### src/source/fft_defines.svh
/*
 * Transform size, sample and twiddle widths, APB register map
 */
`ifndef FFT_DEFINES_SVH
`define FFT_DEFINES_SVH

// Points per frame and number of radix-2 stages
`define FFT_N      8
`define FFT_LOG2N  3

// Signed width of each sample component
`define FFT_DW     16

// Signed twiddle width, Q1.14 so 14 fraction bits
`define FFT_TW     16

// APB register offsets
`define FFT_REG_CTRL    4'h0
`define FFT_REG_STATUS  4'h4

`endif

### src/source/fft_pkg.sv
/*
 * Complex sample type and sequencer states
 */
`include "fft_defines.svh"

package fft_pkg;

	// Complex sample, real part in the upper half
	typedef struct packed {
		logic signed [`FFT_DW-1:0] re;
		logic signed [`FFT_DW-1:0] im;
	} cplx_t;

	// Sequencer phases of one frame
	typedef enum logic [2:0] {
		IDLE,
		SINK,
		STAGE_RD,
		STAGE_DRAIN,
		SOURCE
	} seq_state_t;

endpackage

### src/source/fft_bfly_if.sv
/*
 * Butterfly request and result bundle with its two modports
 */
`timescale 1ns/1ps
`include "fft_defines.svh"

interface fft_bfly_if;
	// Request side from the sequencer
	logic                  req_valid;
	fft_pkg::cplx_t        a;
	fft_pkg::cplx_t        b;
	logic [`FFT_LOG2N-1:0] tw_idx;
	logic                  scale;
	logic [`FFT_LOG2N-1:0] addr_a;
	logic [`FFT_LOG2N-1:0] addr_b;
	// Result side, two cycles after the request
	logic                  res_valid;
	fft_pkg::cplx_t        x;
	fft_pkg::cplx_t        y;
	logic [`FFT_LOG2N-1:0] wr_addr_a;
	logic [`FFT_LOG2N-1:0] wr_addr_b;

	modport seq (output req_valid, a, b, tw_idx, scale, addr_a, addr_b,
		input res_valid, x, y, wr_addr_a, wr_addr_b);
	modport core (input req_valid, a, b, tw_idx, scale, addr_a, addr_b,
		output res_valid, x, y, wr_addr_a, wr_addr_b);
endinterface

### src/source/fft_apb_regs.sv
/*
 * APB slave with CTRL (enable, stage scaling) and STATUS (busy, frame count)
 */
`timescale 1ns/1ps
`include "fft_defines.svh"

module fft_apb_regs (
	input  logic        clk,
	input  logic        rst_n,
	input  logic        psel,
	input  logic        penable,
	input  logic        pwrite,
	input  logic [3:0]  paddr,
	input  logic [31:0] pwdata,
	input  logic        busy,
	input  logic        frame_done,
	output logic [31:0] prdata,
	output logic        pready,
	output logic        pslverr,
	output logic        enable,
	output logic [2:0]  scale_mask
);
	logic       access;
	logic       hit_ctrl;
	logic       hit_status;
	logic [7:0] frame_cnt;

	// Access phase and address decode
	assign access     = psel && penable;
	assign hit_ctrl   = (paddr == `FFT_REG_CTRL);
	assign hit_status = (paddr == `FFT_REG_STATUS);

	// Zero wait states
	assign pready  = 1'b1;
	// Unmapped offset errors only in its own access phase
	assign pslverr = access && !hit_ctrl && !hit_status;

	// CTRL
	always_ff @(posedge clk) begin
		if (!rst_n) begin
			enable     <= 1'b0;
			scale_mask <= '0;
		end else if (access && pwrite && hit_ctrl) begin
			enable     <= pwdata[0];
			scale_mask <= pwdata[3:1];
		end
	end

	// Completed frames, wraps at 256
	always_ff @(posedge clk) begin
		if (!rst_n)
			frame_cnt <= '0;
		else if (frame_done)
			frame_cnt <= frame_cnt + 8'd1;
	end

	// Read mux
	always_comb begin
		prdata = '0;
		if (hit_ctrl)
			prdata[3:0] = {scale_mask, enable};
		else if (hit_status)
			prdata[15:0] = {frame_cnt, 7'd0, busy};
	end

	// Access phase must follow a setup phase of the same transfer
	a_apb_setup: assert property (@(posedge clk) disable iff (!rst_n)
		$rose(penable) |-> psel && $past(psel));
endmodule

### src/source/fft_sink.sv
/*
 * Input stream capture with bit-reversed sample RAM addressing
 */
`timescale 1ns/1ps
`include "fft_defines.svh"

module fft_sink (
	input  logic                      clk,
	input  logic                      rst_n,
	input  fft_pkg::seq_state_t       state,
	input  logic                      enable,
	input  logic                      in_valid,
	input  logic                      in_sop,
	input  logic signed [`FFT_DW-1:0] in_re,
	input  logic signed [`FFT_DW-1:0] in_im,
	output logic                      in_ready,
	output logic                      wr_en,
	output logic [`FFT_LOG2N-1:0]     wr_addr,
	output fft_pkg::cplx_t            wr_data,
	output logic                      frame_start,
	output logic                      frame_full
);
	logic                  take;
	logic                  in_sink;
	logic [`FFT_LOG2N-1:0] cnt;
	logic [`FFT_LOG2N-1:0] idx;

	assign in_sink  = (state == fft_pkg::SINK);
	// Ready while waiting for sop or filling a frame
	assign in_ready = in_sink || (state == fft_pkg::IDLE && enable);
	assign take     = in_valid && in_ready;

	// Sop sample taken in IDLE opens the frame, others there are dropped
	assign frame_start = take && in_sop && (state == fft_pkg::IDLE);
	assign frame_full  = take && in_sink && (cnt == `FFT_LOG2N'(`FFT_N - 1));

	// Index of the next sample in the frame
	always_ff @(posedge clk) begin
		if (!rst_n)
			cnt <= '0;
		else if (frame_start)
			cnt <= `FFT_LOG2N'(1);
		else if (take && in_sink)
			cnt <= cnt + 1'b1;
	end

	// Sop sample always lands in entry 0
	assign idx     = frame_start ? '0 : cnt;
	// Bit reversal for the 3-bit address
	assign wr_addr = {idx[0], idx[1], idx[2]};
	assign wr_en   = frame_start || (take && in_sink);
	assign wr_data = '{re: in_re, im: in_im};
endmodule

### src/source/fft_engine.sv
/*
 * Frame sequencer FSM, in-place sample RAM, stage and butterfly addressing
 */
`timescale 1ns/1ps
`include "fft_defines.svh"

module fft_engine (
	input  logic                  clk,
	input  logic                  rst_n,
	input  logic [`FFT_LOG2N-1:0] scale_mask,
	input  logic                  sink_wr_en,
	input  logic [`FFT_LOG2N-1:0] sink_wr_addr,
	input  fft_pkg::cplx_t        sink_wr_data,
	input  logic                  frame_start,
	input  logic                  frame_full,
	input  logic [`FFT_LOG2N-1:0] src_rd_addr,
	input  logic                  src_done,
	output fft_pkg::seq_state_t   state,
	output fft_pkg::cplx_t        src_rd_data,
	output logic                  busy,
	output logic                  frame_done,
	fft_bfly_if.seq               bfly
);
	fft_pkg::cplx_t        ram [`FFT_N];
	// Current stage and butterfly within it
	logic [1:0]            stage;
	logic [1:0]            bf;
	// Second drain cycle
	logic                  drain;
	logic [`FFT_LOG2N-1:0] rd_a;
	logic [`FFT_LOG2N-1:0] rd_b;

	// --------------------
	// Sequencer
	// --------------------
	always_ff @(posedge clk) begin
		if (!rst_n) begin
			state <= fft_pkg::IDLE;
			stage <= '0;
			bf    <= '0;
			drain <= 1'b0;
		end else begin
			case (state)
				fft_pkg::IDLE:
					if (frame_start)
						state <= fft_pkg::SINK;
				fft_pkg::SINK:
					if (frame_full)
						state <= fft_pkg::STAGE_RD;
				// One butterfly issued per cycle, four per stage
				fft_pkg::STAGE_RD: begin
					bf <= bf + 2'd1;
					if (bf == 2'd3)
						state <= fft_pkg::STAGE_DRAIN;
				end
				// Two cycles so the last results land before the next reads
				fft_pkg::STAGE_DRAIN: begin
					drain <= ~drain;
					if (drain) begin
						if (stage == 2'(`FFT_LOG2N - 1)) begin
							stage <= '0;
							state <= fft_pkg::SOURCE;
						end else begin
							stage <= stage + 2'd1;
							state <= fft_pkg::STAGE_RD;
						end
					end
				end
				fft_pkg::SOURCE:
					if (src_done)
						state <= fft_pkg::IDLE;
				default:
					state <= fft_pkg::IDLE;
			endcase
		end
	end

	assign busy       = (state != fft_pkg::IDLE);
	assign frame_done = (state == fft_pkg::SOURCE) && src_done;

	// --------------------
	// Butterfly addressing
	// --------------------
	// Pair span doubles each stage, twiddle step halves
	always_comb begin
		case (stage)
			2'd0: begin
				rd_a        = {bf, 1'b0};
				rd_b        = {bf, 1'b1};
				bfly.tw_idx = '0;
			end
			2'd1: begin
				rd_a        = {bf[1], 1'b0, bf[0]};
				rd_b        = {bf[1], 1'b1, bf[0]};
				bfly.tw_idx = {1'b0, bf[0], 1'b0};
			end
			default: begin
				rd_a        = {1'b0, bf};
				rd_b        = {1'b1, bf};
				bfly.tw_idx = {1'b0, bf};
			end
		endcase
	end

	assign bfly.req_valid = (state == fft_pkg::STAGE_RD);
	assign bfly.a         = ram[rd_a];
	assign bfly.b         = ram[rd_b];
	assign bfly.addr_a    = rd_a;
	assign bfly.addr_b    = rd_b;
	assign bfly.scale     = scale_mask[stage];

	// --------------------
	// Sample RAM
	// --------------------
	// Sink writes while capturing, butterfly pairs written back in place
	always_ff @(posedge clk) begin
		if (sink_wr_en)
			ram[sink_wr_addr] <= sink_wr_data;
		if (bfly.res_valid) begin
			ram[bfly.wr_addr_a] <= bfly.x;
			ram[bfly.wr_addr_b] <= bfly.y;
		end
	end

	// Asynchronous read for the output side
	assign src_rd_data = ram[src_rd_addr];

	// Sink writes only during capture, sop sample included
	a_sink_wr: assert property (@(posedge clk) disable iff (!rst_n)
		sink_wr_en |-> (state == fft_pkg::SINK) ||
			(state == fft_pkg::IDLE && frame_start));

	// Returning results never collide with each other or with the sink
	a_wr_unique: assert property (@(posedge clk) disable iff (!rst_n)
		bfly.res_valid |-> !sink_wr_en && (bfly.wr_addr_a != bfly.wr_addr_b));
endmodule

### src/source/fft_bfly.sv
/*
 * Two-stage radix-2 butterfly with Q1.14 twiddle table and optional halving
 */
`timescale 1ns/1ps
`include "fft_defines.svh"

module fft_bfly (
	input logic      clk,
	input logic      rst_n,
	fft_bfly_if.core bfly
);
	logic signed [`FFT_TW-1:0]         w_re;
	logic signed [`FFT_TW-1:0]         w_im;
	// Full complex product terms
	logic signed [`FFT_DW+`FFT_TW:0]   p_re;
	logic signed [`FFT_DW+`FFT_TW:0]   p_im;
	// Stage one
	logic                              s1_valid;
	logic                              s1_scale;
	fft_pkg::cplx_t                    s1_a;
	logic signed [`FFT_DW+1:0]         s1_wb_re;
	logic signed [`FFT_DW+1:0]         s1_wb_im;
	logic [`FFT_LOG2N-1:0]             s1_addr_a;
	logic [`FFT_LOG2N-1:0]             s1_addr_b;
	// Stage two sums, two guard bits
	logic signed [`FFT_DW+2:0]         sum_re;
	logic signed [`FFT_DW+2:0]         sum_im;
	logic signed [`FFT_DW+2:0]         dif_re;
	logic signed [`FFT_DW+2:0]         dif_im;

	// Optional divide by two, then back to sample width
	function automatic logic signed [`FFT_DW-1:0] fit(input logic signed [`FFT_DW+2:0] v,
		input logic half);
		logic signed [`FFT_DW+2:0] t;
		t = half ? (v >>> 1) : v;
		return t[`FFT_DW-1:0];
	endfunction

	// W = exp(-j*2*pi*k/8)
	always_comb begin
		case (bfly.tw_idx[1:0])
			2'd0:    {w_re, w_im} = {`FFT_TW'(16384), `FFT_TW'(0)};
			2'd1:    {w_re, w_im} = {`FFT_TW'(11585), `FFT_TW'(-11585)};
			2'd2:    {w_re, w_im} = {`FFT_TW'(0), `FFT_TW'(-16384)};
			default: {w_re, w_im} = {`FFT_TW'(-11585), `FFT_TW'(-11585)};
		endcase
	end

	assign p_re = $signed(bfly.b.re) * w_re - $signed(bfly.b.im) * w_im;
	assign p_im = $signed(bfly.b.re) * w_im + $signed(bfly.b.im) * w_re;

	assign sum_re = $signed(s1_a.re) + s1_wb_re;
	assign sum_im = $signed(s1_a.im) + s1_wb_im;
	assign dif_re = $signed(s1_a.re) - s1_wb_re;
	assign dif_im = $signed(s1_a.im) - s1_wb_im;

	// Valid pipe
	always_ff @(posedge clk) begin
		if (!rst_n) begin
			s1_valid       <= 1'b0;
			bfly.res_valid <= 1'b0;
		end else begin
			s1_valid       <= bfly.req_valid;
			bfly.res_valid <= s1_valid;
		end
	end

	// Data pipe, product truncated by 14 fraction bits
	always_ff @(posedge clk) begin
		s1_a           <= bfly.a;
		s1_wb_re       <= p_re[`FFT_TW-2 +: `FFT_DW+2];
		s1_wb_im       <= p_im[`FFT_TW-2 +: `FFT_DW+2];
		s1_scale       <= bfly.scale;
		s1_addr_a      <= bfly.addr_a;
		s1_addr_b      <= bfly.addr_b;
		bfly.x         <= '{re: fit(sum_re, s1_scale), im: fit(sum_im, s1_scale)};
		bfly.y         <= '{re: fit(dif_re, s1_scale), im: fit(dif_im, s1_scale)};
		bfly.wr_addr_a <= s1_addr_a;
		bfly.wr_addr_b <= s1_addr_b;
	end

	// Sequencer only asks for the lower half of the circle
	a_tw_range: assert property (@(posedge clk) disable iff (!rst_n)
		bfly.req_valid |-> bfly.tw_idx < `FFT_LOG2N'(`FFT_N / 2));
endmodule

### src/source/fft_source.sv
/*
 * Natural-order bin readout with sop/eop and back-pressure
 */
`timescale 1ns/1ps
`include "fft_defines.svh"

module fft_source (
	input  logic                      clk,
	input  logic                      rst_n,
	input  fft_pkg::seq_state_t       state,
	input  fft_pkg::cplx_t            src_rd_data,
	input  logic                      out_ready,
	output logic [`FFT_LOG2N-1:0]     src_rd_addr,
	output logic                      src_done,
	output logic                      out_valid,
	output logic                      out_sop,
	output logic                      out_eop,
	output logic signed [`FFT_DW-1:0] out_re,
	output logic signed [`FFT_DW-1:0] out_im
);
	// Read address set up, output register may load
	logic armed;
	// Last bin already loaded
	logic all_read;
	logic load;
	logic last_addr;

	assign last_addr = (src_rd_addr == `FFT_LOG2N'(`FFT_N - 1));
	// Load when the output register is empty or being drained
	assign load      = armed && !all_read && (!out_valid || out_ready);
	assign src_done  = out_valid && out_ready && out_eop;

	always_ff @(posedge clk) begin
		if (!rst_n) begin
			armed       <= 1'b0;
			all_read    <= 1'b0;
			out_valid   <= 1'b0;
			out_sop     <= 1'b0;
			out_eop     <= 1'b0;
			src_rd_addr <= '0;
		end else if (state != fft_pkg::SOURCE) begin
			armed    <= 1'b0;
			all_read <= 1'b0;
		end else if (!armed) begin
			// Read setup cycle
			armed       <= 1'b1;
			src_rd_addr <= '0;
		end else if (load) begin
			out_valid   <= 1'b1;
			out_sop     <= (src_rd_addr == '0);
			out_eop     <= last_addr;
			all_read    <= last_addr;
			src_rd_addr <= src_rd_addr + 1'b1;
		end else if (out_valid && out_ready) begin
			out_valid <= 1'b0;
			out_sop   <= 1'b0;
			out_eop   <= 1'b0;
		end
	end

	// Bin held while out_ready is low
	always_ff @(posedge clk) begin
		if (load) begin
			out_re <= src_rd_data.re;
			out_im <= src_rd_data.im;
		end
	end
endmodule

### src/source/fft_top.sv
/*
 * Top level of the FFT memory and sequencing subsystem
 */
`timescale 1ns/1ps
`include "fft_defines.svh"

module fft_top (
	input  logic                      clk,
	input  logic                      rst_n,
	// APB
	input  logic                      psel,
	input  logic                      penable,
	input  logic                      pwrite,
	input  logic [3:0]                paddr,
	input  logic [31:0]               pwdata,
	output logic [31:0]               prdata,
	output logic                      pready,
	output logic                      pslverr,
	// Input stream
	input  logic                      in_valid,
	output logic                      in_ready,
	input  logic                      in_sop,
	input  logic signed [`FFT_DW-1:0] in_re,
	input  logic signed [`FFT_DW-1:0] in_im,
	// Output stream
	output logic                      out_valid,
	input  logic                      out_ready,
	output logic                      out_sop,
	output logic                      out_eop,
	output logic signed [`FFT_DW-1:0] out_re,
	output logic signed [`FFT_DW-1:0] out_im
);
	logic                  enable;
	logic [2:0]            scale_mask;
	logic                  busy;
	logic                  frame_done;
	fft_pkg::seq_state_t   state;
	// Sink write port
	logic                  sink_wr_en;
	logic [`FFT_LOG2N-1:0] sink_wr_addr;
	fft_pkg::cplx_t        sink_wr_data;
	logic                  frame_start;
	logic                  frame_full;
	// Source read port
	logic [`FFT_LOG2N-1:0] src_rd_addr;
	fft_pkg::cplx_t        src_rd_data;
	logic                  src_done;

	fft_bfly_if bfly_bus ();

	fft_apb_regs u_regs (
		.clk(clk), .rst_n(rst_n),
		.psel(psel), .penable(penable), .pwrite(pwrite), .paddr(paddr), .pwdata(pwdata),
		.busy(busy), .frame_done(frame_done),
		.prdata(prdata), .pready(pready), .pslverr(pslverr),
		.enable(enable), .scale_mask(scale_mask)
	);

	fft_sink u_sink (
		.clk(clk), .rst_n(rst_n), .state(state), .enable(enable),
		.in_valid(in_valid), .in_sop(in_sop), .in_re(in_re), .in_im(in_im),
		.in_ready(in_ready), .wr_en(sink_wr_en), .wr_addr(sink_wr_addr),
		.wr_data(sink_wr_data), .frame_start(frame_start), .frame_full(frame_full)
	);

	fft_engine u_engine (
		.clk(clk), .rst_n(rst_n), .scale_mask(scale_mask),
		.sink_wr_en(sink_wr_en), .sink_wr_addr(sink_wr_addr), .sink_wr_data(sink_wr_data),
		.frame_start(frame_start), .frame_full(frame_full),
		.src_rd_addr(src_rd_addr), .src_done(src_done),
		.state(state), .src_rd_data(src_rd_data), .busy(busy), .frame_done(frame_done),
		.bfly(bfly_bus.seq)
	);

	fft_bfly u_bfly (
		.clk(clk), .rst_n(rst_n), .bfly(bfly_bus.core)
	);

	fft_source u_source (
		.clk(clk), .rst_n(rst_n), .state(state), .src_rd_data(src_rd_data),
		.out_ready(out_ready), .src_rd_addr(src_rd_addr), .src_done(src_done),
		.out_valid(out_valid), .out_sop(out_sop), .out_eop(out_eop),
		.out_re(out_re), .out_im(out_im)
	);
endmodule

### config.mk
export PLATFORM = sky130hd
export DESIGN_NAME = fft_top
export DESIGN_NICKNAME = d
export VERILOG_FILES = /design/src/source/fft_pkg.sv /design/src/source/fft_bfly_if.sv /design/src/source/fft_apb_regs.sv /design/src/source/fft_sink.sv /design/src/source/fft_engine.sv /design/src/source/fft_bfly.sv /design/src/source/fft_source.sv /design/src/source/fft_top.sv
export VERILOG_INCLUDE_DIRS = /design/src /design/src/source
export SDC_FILE = /design/constraint.sdc
export NUM_CORES = 2
export LEC_CHECK = 0
export ABC_CLOCK_PERIOD_IN_PS = 13300
export BUFFER_PORTS_ARGS = -buffer_cell sky130_fd_sc_hd__clkbuf_2
export CAP_MARGIN = 10
export CORE_AREA = 4 4 376 453
export CTS_BUF_LIST = sky130_fd_sc_hd__clkbuf_16
export CTS_CLUSTER_DIAMETER = 200
export CTS_CLUSTER_SIZE = 30
export DETAILED_ROUTE_END_ITERATION = 12
export DIE_AREA = 0 0 380 457
export HOLD_SLACK_MARGIN = 0.08
export RECOVER_POWER = 100
export SYNTH_ARGS = -nofsm -noshare
export SYNTH_HDL_FRONTEND = slang
export SYNTH_SLANG_ARGS = --single-unit
### constraint.sdc
create_clock -name clk -period 13.3 [get_ports clk]
set_input_delay 0.665 -clock clk [delete_from_list [all_inputs] [get_ports clk]]
set_output_delay 0.665 -clock clk [all_outputs]
set_load 0.005 [all_outputs]
==> results.tsv <==
stage	metric	value	unit
clock_network	cts_tree	built	
clock_network	path_clk_slew	130	ps
placement	dp.cells	7704	
pwr	internal_power	0.00221	W
route	wire_per_inst	21.4	µm
route	viasPerCell	5.17	
route	ant_nets	0	
synthesis	ys_seq_elements	464	
layout	nNetsFinal	6942	
clock_network	cts-root-buf	clkbuf_16	
layout	final_cell_count_no_fill	7744	
floorplanning	dieWidth	380	µm
synthesis	syn_area	57800	µm²
layout	final_common_cell	inv_1	
route	route.detailed.drc	0	
grt	grt_pass1_wl	255000	µm
synthesis	ys.flop_type	edfxtp_1	
grt	grt_start_max_net_pins	65	
pwr	power_density	55.1	nW/µm²
critical_path	worstPathRequired	13760	ps
flow_run	max_cap_viol_count	27	
synthesis	syn_inst	5680	
route	wl	166000	µm
pwr	vdd_drop_max	81.7	µV
critical_path	crit_type	reg -> reg	
clock_network	cts_hold_buf	0	
timing	tightest_slew	4140	ps
floorplanning	ios	146	
layout	area_delta_synth_final	5.42	%
synthesis	yosys.area.top_type	fa_1	
synthesis	yosysSeqAreaShare	0.211	
pwr	switchingPower	0.00115	W
timing	slew_headroom	-1.76	
run_status	failed_checks	capacitance limit, slew limit	
placement	port_buffers	96	
synthesis	synth-edff-count	288	
timing	rsz0062_at_grt	false	
critical_path	cp-end-kind	register	
pwr	pwr-share-clk	0.225	
min_path	holdCritPathClass	in -> reg	
grt	grt_overflow	0	
layout	final_cell_mix	inv_1, fa_1, ha_1	
synthesis	ys_warn_count	0	
timing	totalNegativeSetupSlack	0	ps
clock_network	h-tree-depth	1	
synthesis	async_flop_share	0	
synthesis	yosysUniqueCellTypes	81	
grt	antenna_found_initial	15	
critical_path	arrival	12740	ps
placement	place_hpwl	123000	µm
timing	setup_viol	0	
route	vias	40033	
floorplanning	placement_rows	164	
clock_network	cts_setup_buffers	0	
route	drtIter0Drc	2714	
synthesis	synth_area_leaders	fa_1, edfxtp_1, ha_1	
clock_network	cts-resized-gates	0	
layout	finish.utilization	0.367	
clock_network	cts_buffers	19	
timing	finalHoldViolCount	0	
placement	gp_congestion	0.901	
route	first_pass_iters	6	
pwr	switching_share	0.343	
synthesis	synth.top_cell.area_share	0.292	
layout	drive_gt1_frac	0.0687	
floorplanning	die_y	457	µm
timing	slew_violations	893	
pwr	p_seq_frac	0.536	
run_status	status	finished with violations	
timing	fin_crit	12280	ps
synthesis	synth.avg_cell_area	10.2	µm²
timing	fin_crit_sh	0.923	
floorplanning	start_util	0.349	
pwr	p_leak	28.4	nW
floorplanning	die_area	174000	µm²
grt	grt_pass1_vias	42712	
pwr	p_comb_frac	0.239	
timing	skew	27.0	ps
critical_path	start_kind	register	
timing	max_freq	0.0814	GHz
grt	track_usage	0.191	
critical_path	cp_max_fo	63	
floorplanning	core_area	166000	µm²
clock_network	cts_max_path_buffers	3	
clock_network	clock-sinks	464	
clock_network	clock_latency	600	ps
[synth_stat cells (26+ instances only)]
| library cell | count |
|---|---|
| o221ai_1 | 65 |
| inv_1 | 1220 |
| xor2_1 | 30 |
| buf_4 | 26 |
| and2_1 | 77 |
| edfxtp_1 | 288 |
| buf_1 | 62 |
| ha_1 | 457 |
| nand2b_1 | 77 |
| fa_1 | 842 |
| clkbuf_1 | 246 |
| xnor2_1 | 128 |
| mux4_2 | 150 |
| a21oi_1 | 233 |
| nor2_1 | 373 |
| nand2_1 | 315 |
| nand3_1 | 29 |
| mux2i_1 | 333 |
| nor2b_1 | 40 |
| nor3_1 | 30 |
| dfxtp_1 | 176 |
| o21ai_0 | 177 |
| a31oi_1 | 45 |
[logic make-up after synthesis]
logic type               count (synthesis)  share of synthesized area
XOR/XNOR                               158                     0.0239
other                                    2                   0.000130
AO/OA/AOI/OAI                          657                     0.0699
buffers and inverters                 1578                      0.105
AND/OR/NAND/NOR                       1028                     0.0816
multiplexers                           494                      0.118
flip-flops                             464                      0.211
adder cells (fa/ha/maj)               1299                      0.391
[worst max-delay path, stage by stage (launching register included)]
cell and delay (ps):
dfxtp_4 690, clkbuf_1 2640, o211ai_1 430, a32oi_2 970
nor2_1 90, buf_4 230, fa_1 490, ha_1 200
fa_1 480, inv_1 50, fa_1 540, inv_1 50
fa_1 490, fa_1 440, fa_1 490, inv_1 50
fa_1 470, inv_1 40, ha_1 290, o211ai_1 160
or4_1 530, nor4_1 480, o221ai_1 390, a21oi_1 550
nor2_1 170, o21ai_2 290, mux2i_1 230, o2111ai_1 120
[worst paths after layout]
| path | startpoint | end | slack, ps | cells after the start |
|---|---|---|---|---|
| worst max-delay path | u_engine.bf[0] | u_bfly.s1_wb_im[10] | 1020 | 27 |
| worst min-delay path | pwdata[0] | u_regs.enable | 330 | 3 |
| worst max register to register | u_engine.bf[0] | u_bfly.s1_wb_im[10] | 1020 | 27 |
| worst min register to register | u_bfly.s1_addr_a[1] | u_bfly.bfly.wr_addr_a[1] | 340 | 0 |
[metal layers]
metal  wire, µm  track usage  vias up
met5         24            0        -
met4       7810       0.0762        4
met3      10100       0.0250      387
met2      84400        0.346     1380
met1      63400        0.228    20342
li1           -            -    17920
[power by group through the flow]
stage / logic [W] / clock network, W / registers (W)
after floorplan: 0.000679 / 0 / 0.00168
after global placement: 0.000777 / 0 / 0.00182
after detailed placement: 0.000784 / 0 / 0.00182
after CTS: 0.000795 / 0.000769 / 0.00179
after global routing: 0.000882 / 0.000811 / 0.00182
final: 0.000803 / 0.000756 / 0.00180
[layout make-up]
class	instances	area (µm²)
Fill cell	16553	105000
Sequential cell	464	12200
Antenna cell	7	17.5
Clock buffer	19	475
Timing Repair Buffer	202	1150
Tap cell	2158	2700
Clock inverter	14	65.1
Inverter	1223	4590
Multi-Input combinational cell	3657	39700
[metrics by stage]
stage          instance area, µm²  power [W]  hold slack, ps  worst slack, ps
6_report                    60900    0.00336             332             1020
5_1_grt                     60900    0.00351             346              671
4_1_cts                     61100    0.00336             315             1870
3_5_place_dp                60600    0.00261             312             1880
3_3_place_gp                60600    0.00260             312             1970
2_1_floorplan               57900    0.00236             310             4120
[registers in the layout, indices dropped and copies added, names as in the netlist, 2 cells and up]
name / flops
u_engine.ram: 256
u_bfly.bfly.wr_addr_a: 3
u_regs.frame_cnt: 8
u_source.out_re: 16
u_bfly.bfly.y: 32
u_engine.state: 3
u_engine.stage: 2
u_bfly.bfly.x: 32
u_bfly.s1_wb_re: 17
u_source.out_im: 16
u_sink.cnt: 3
u_bfly.s1_wb_im: 17
u_engine.bf: 2
u_regs.scale_mask: 3
u_bfly.s1_addr_b: 3
u_bfly.s1_addr_a: 3
u_source.src_rd_addr: 3
u_bfly.s1_a: 32
u_bfly.bfly.wr_addr_b: 3
Note: power is estimated with default switching activity, not from simulation.
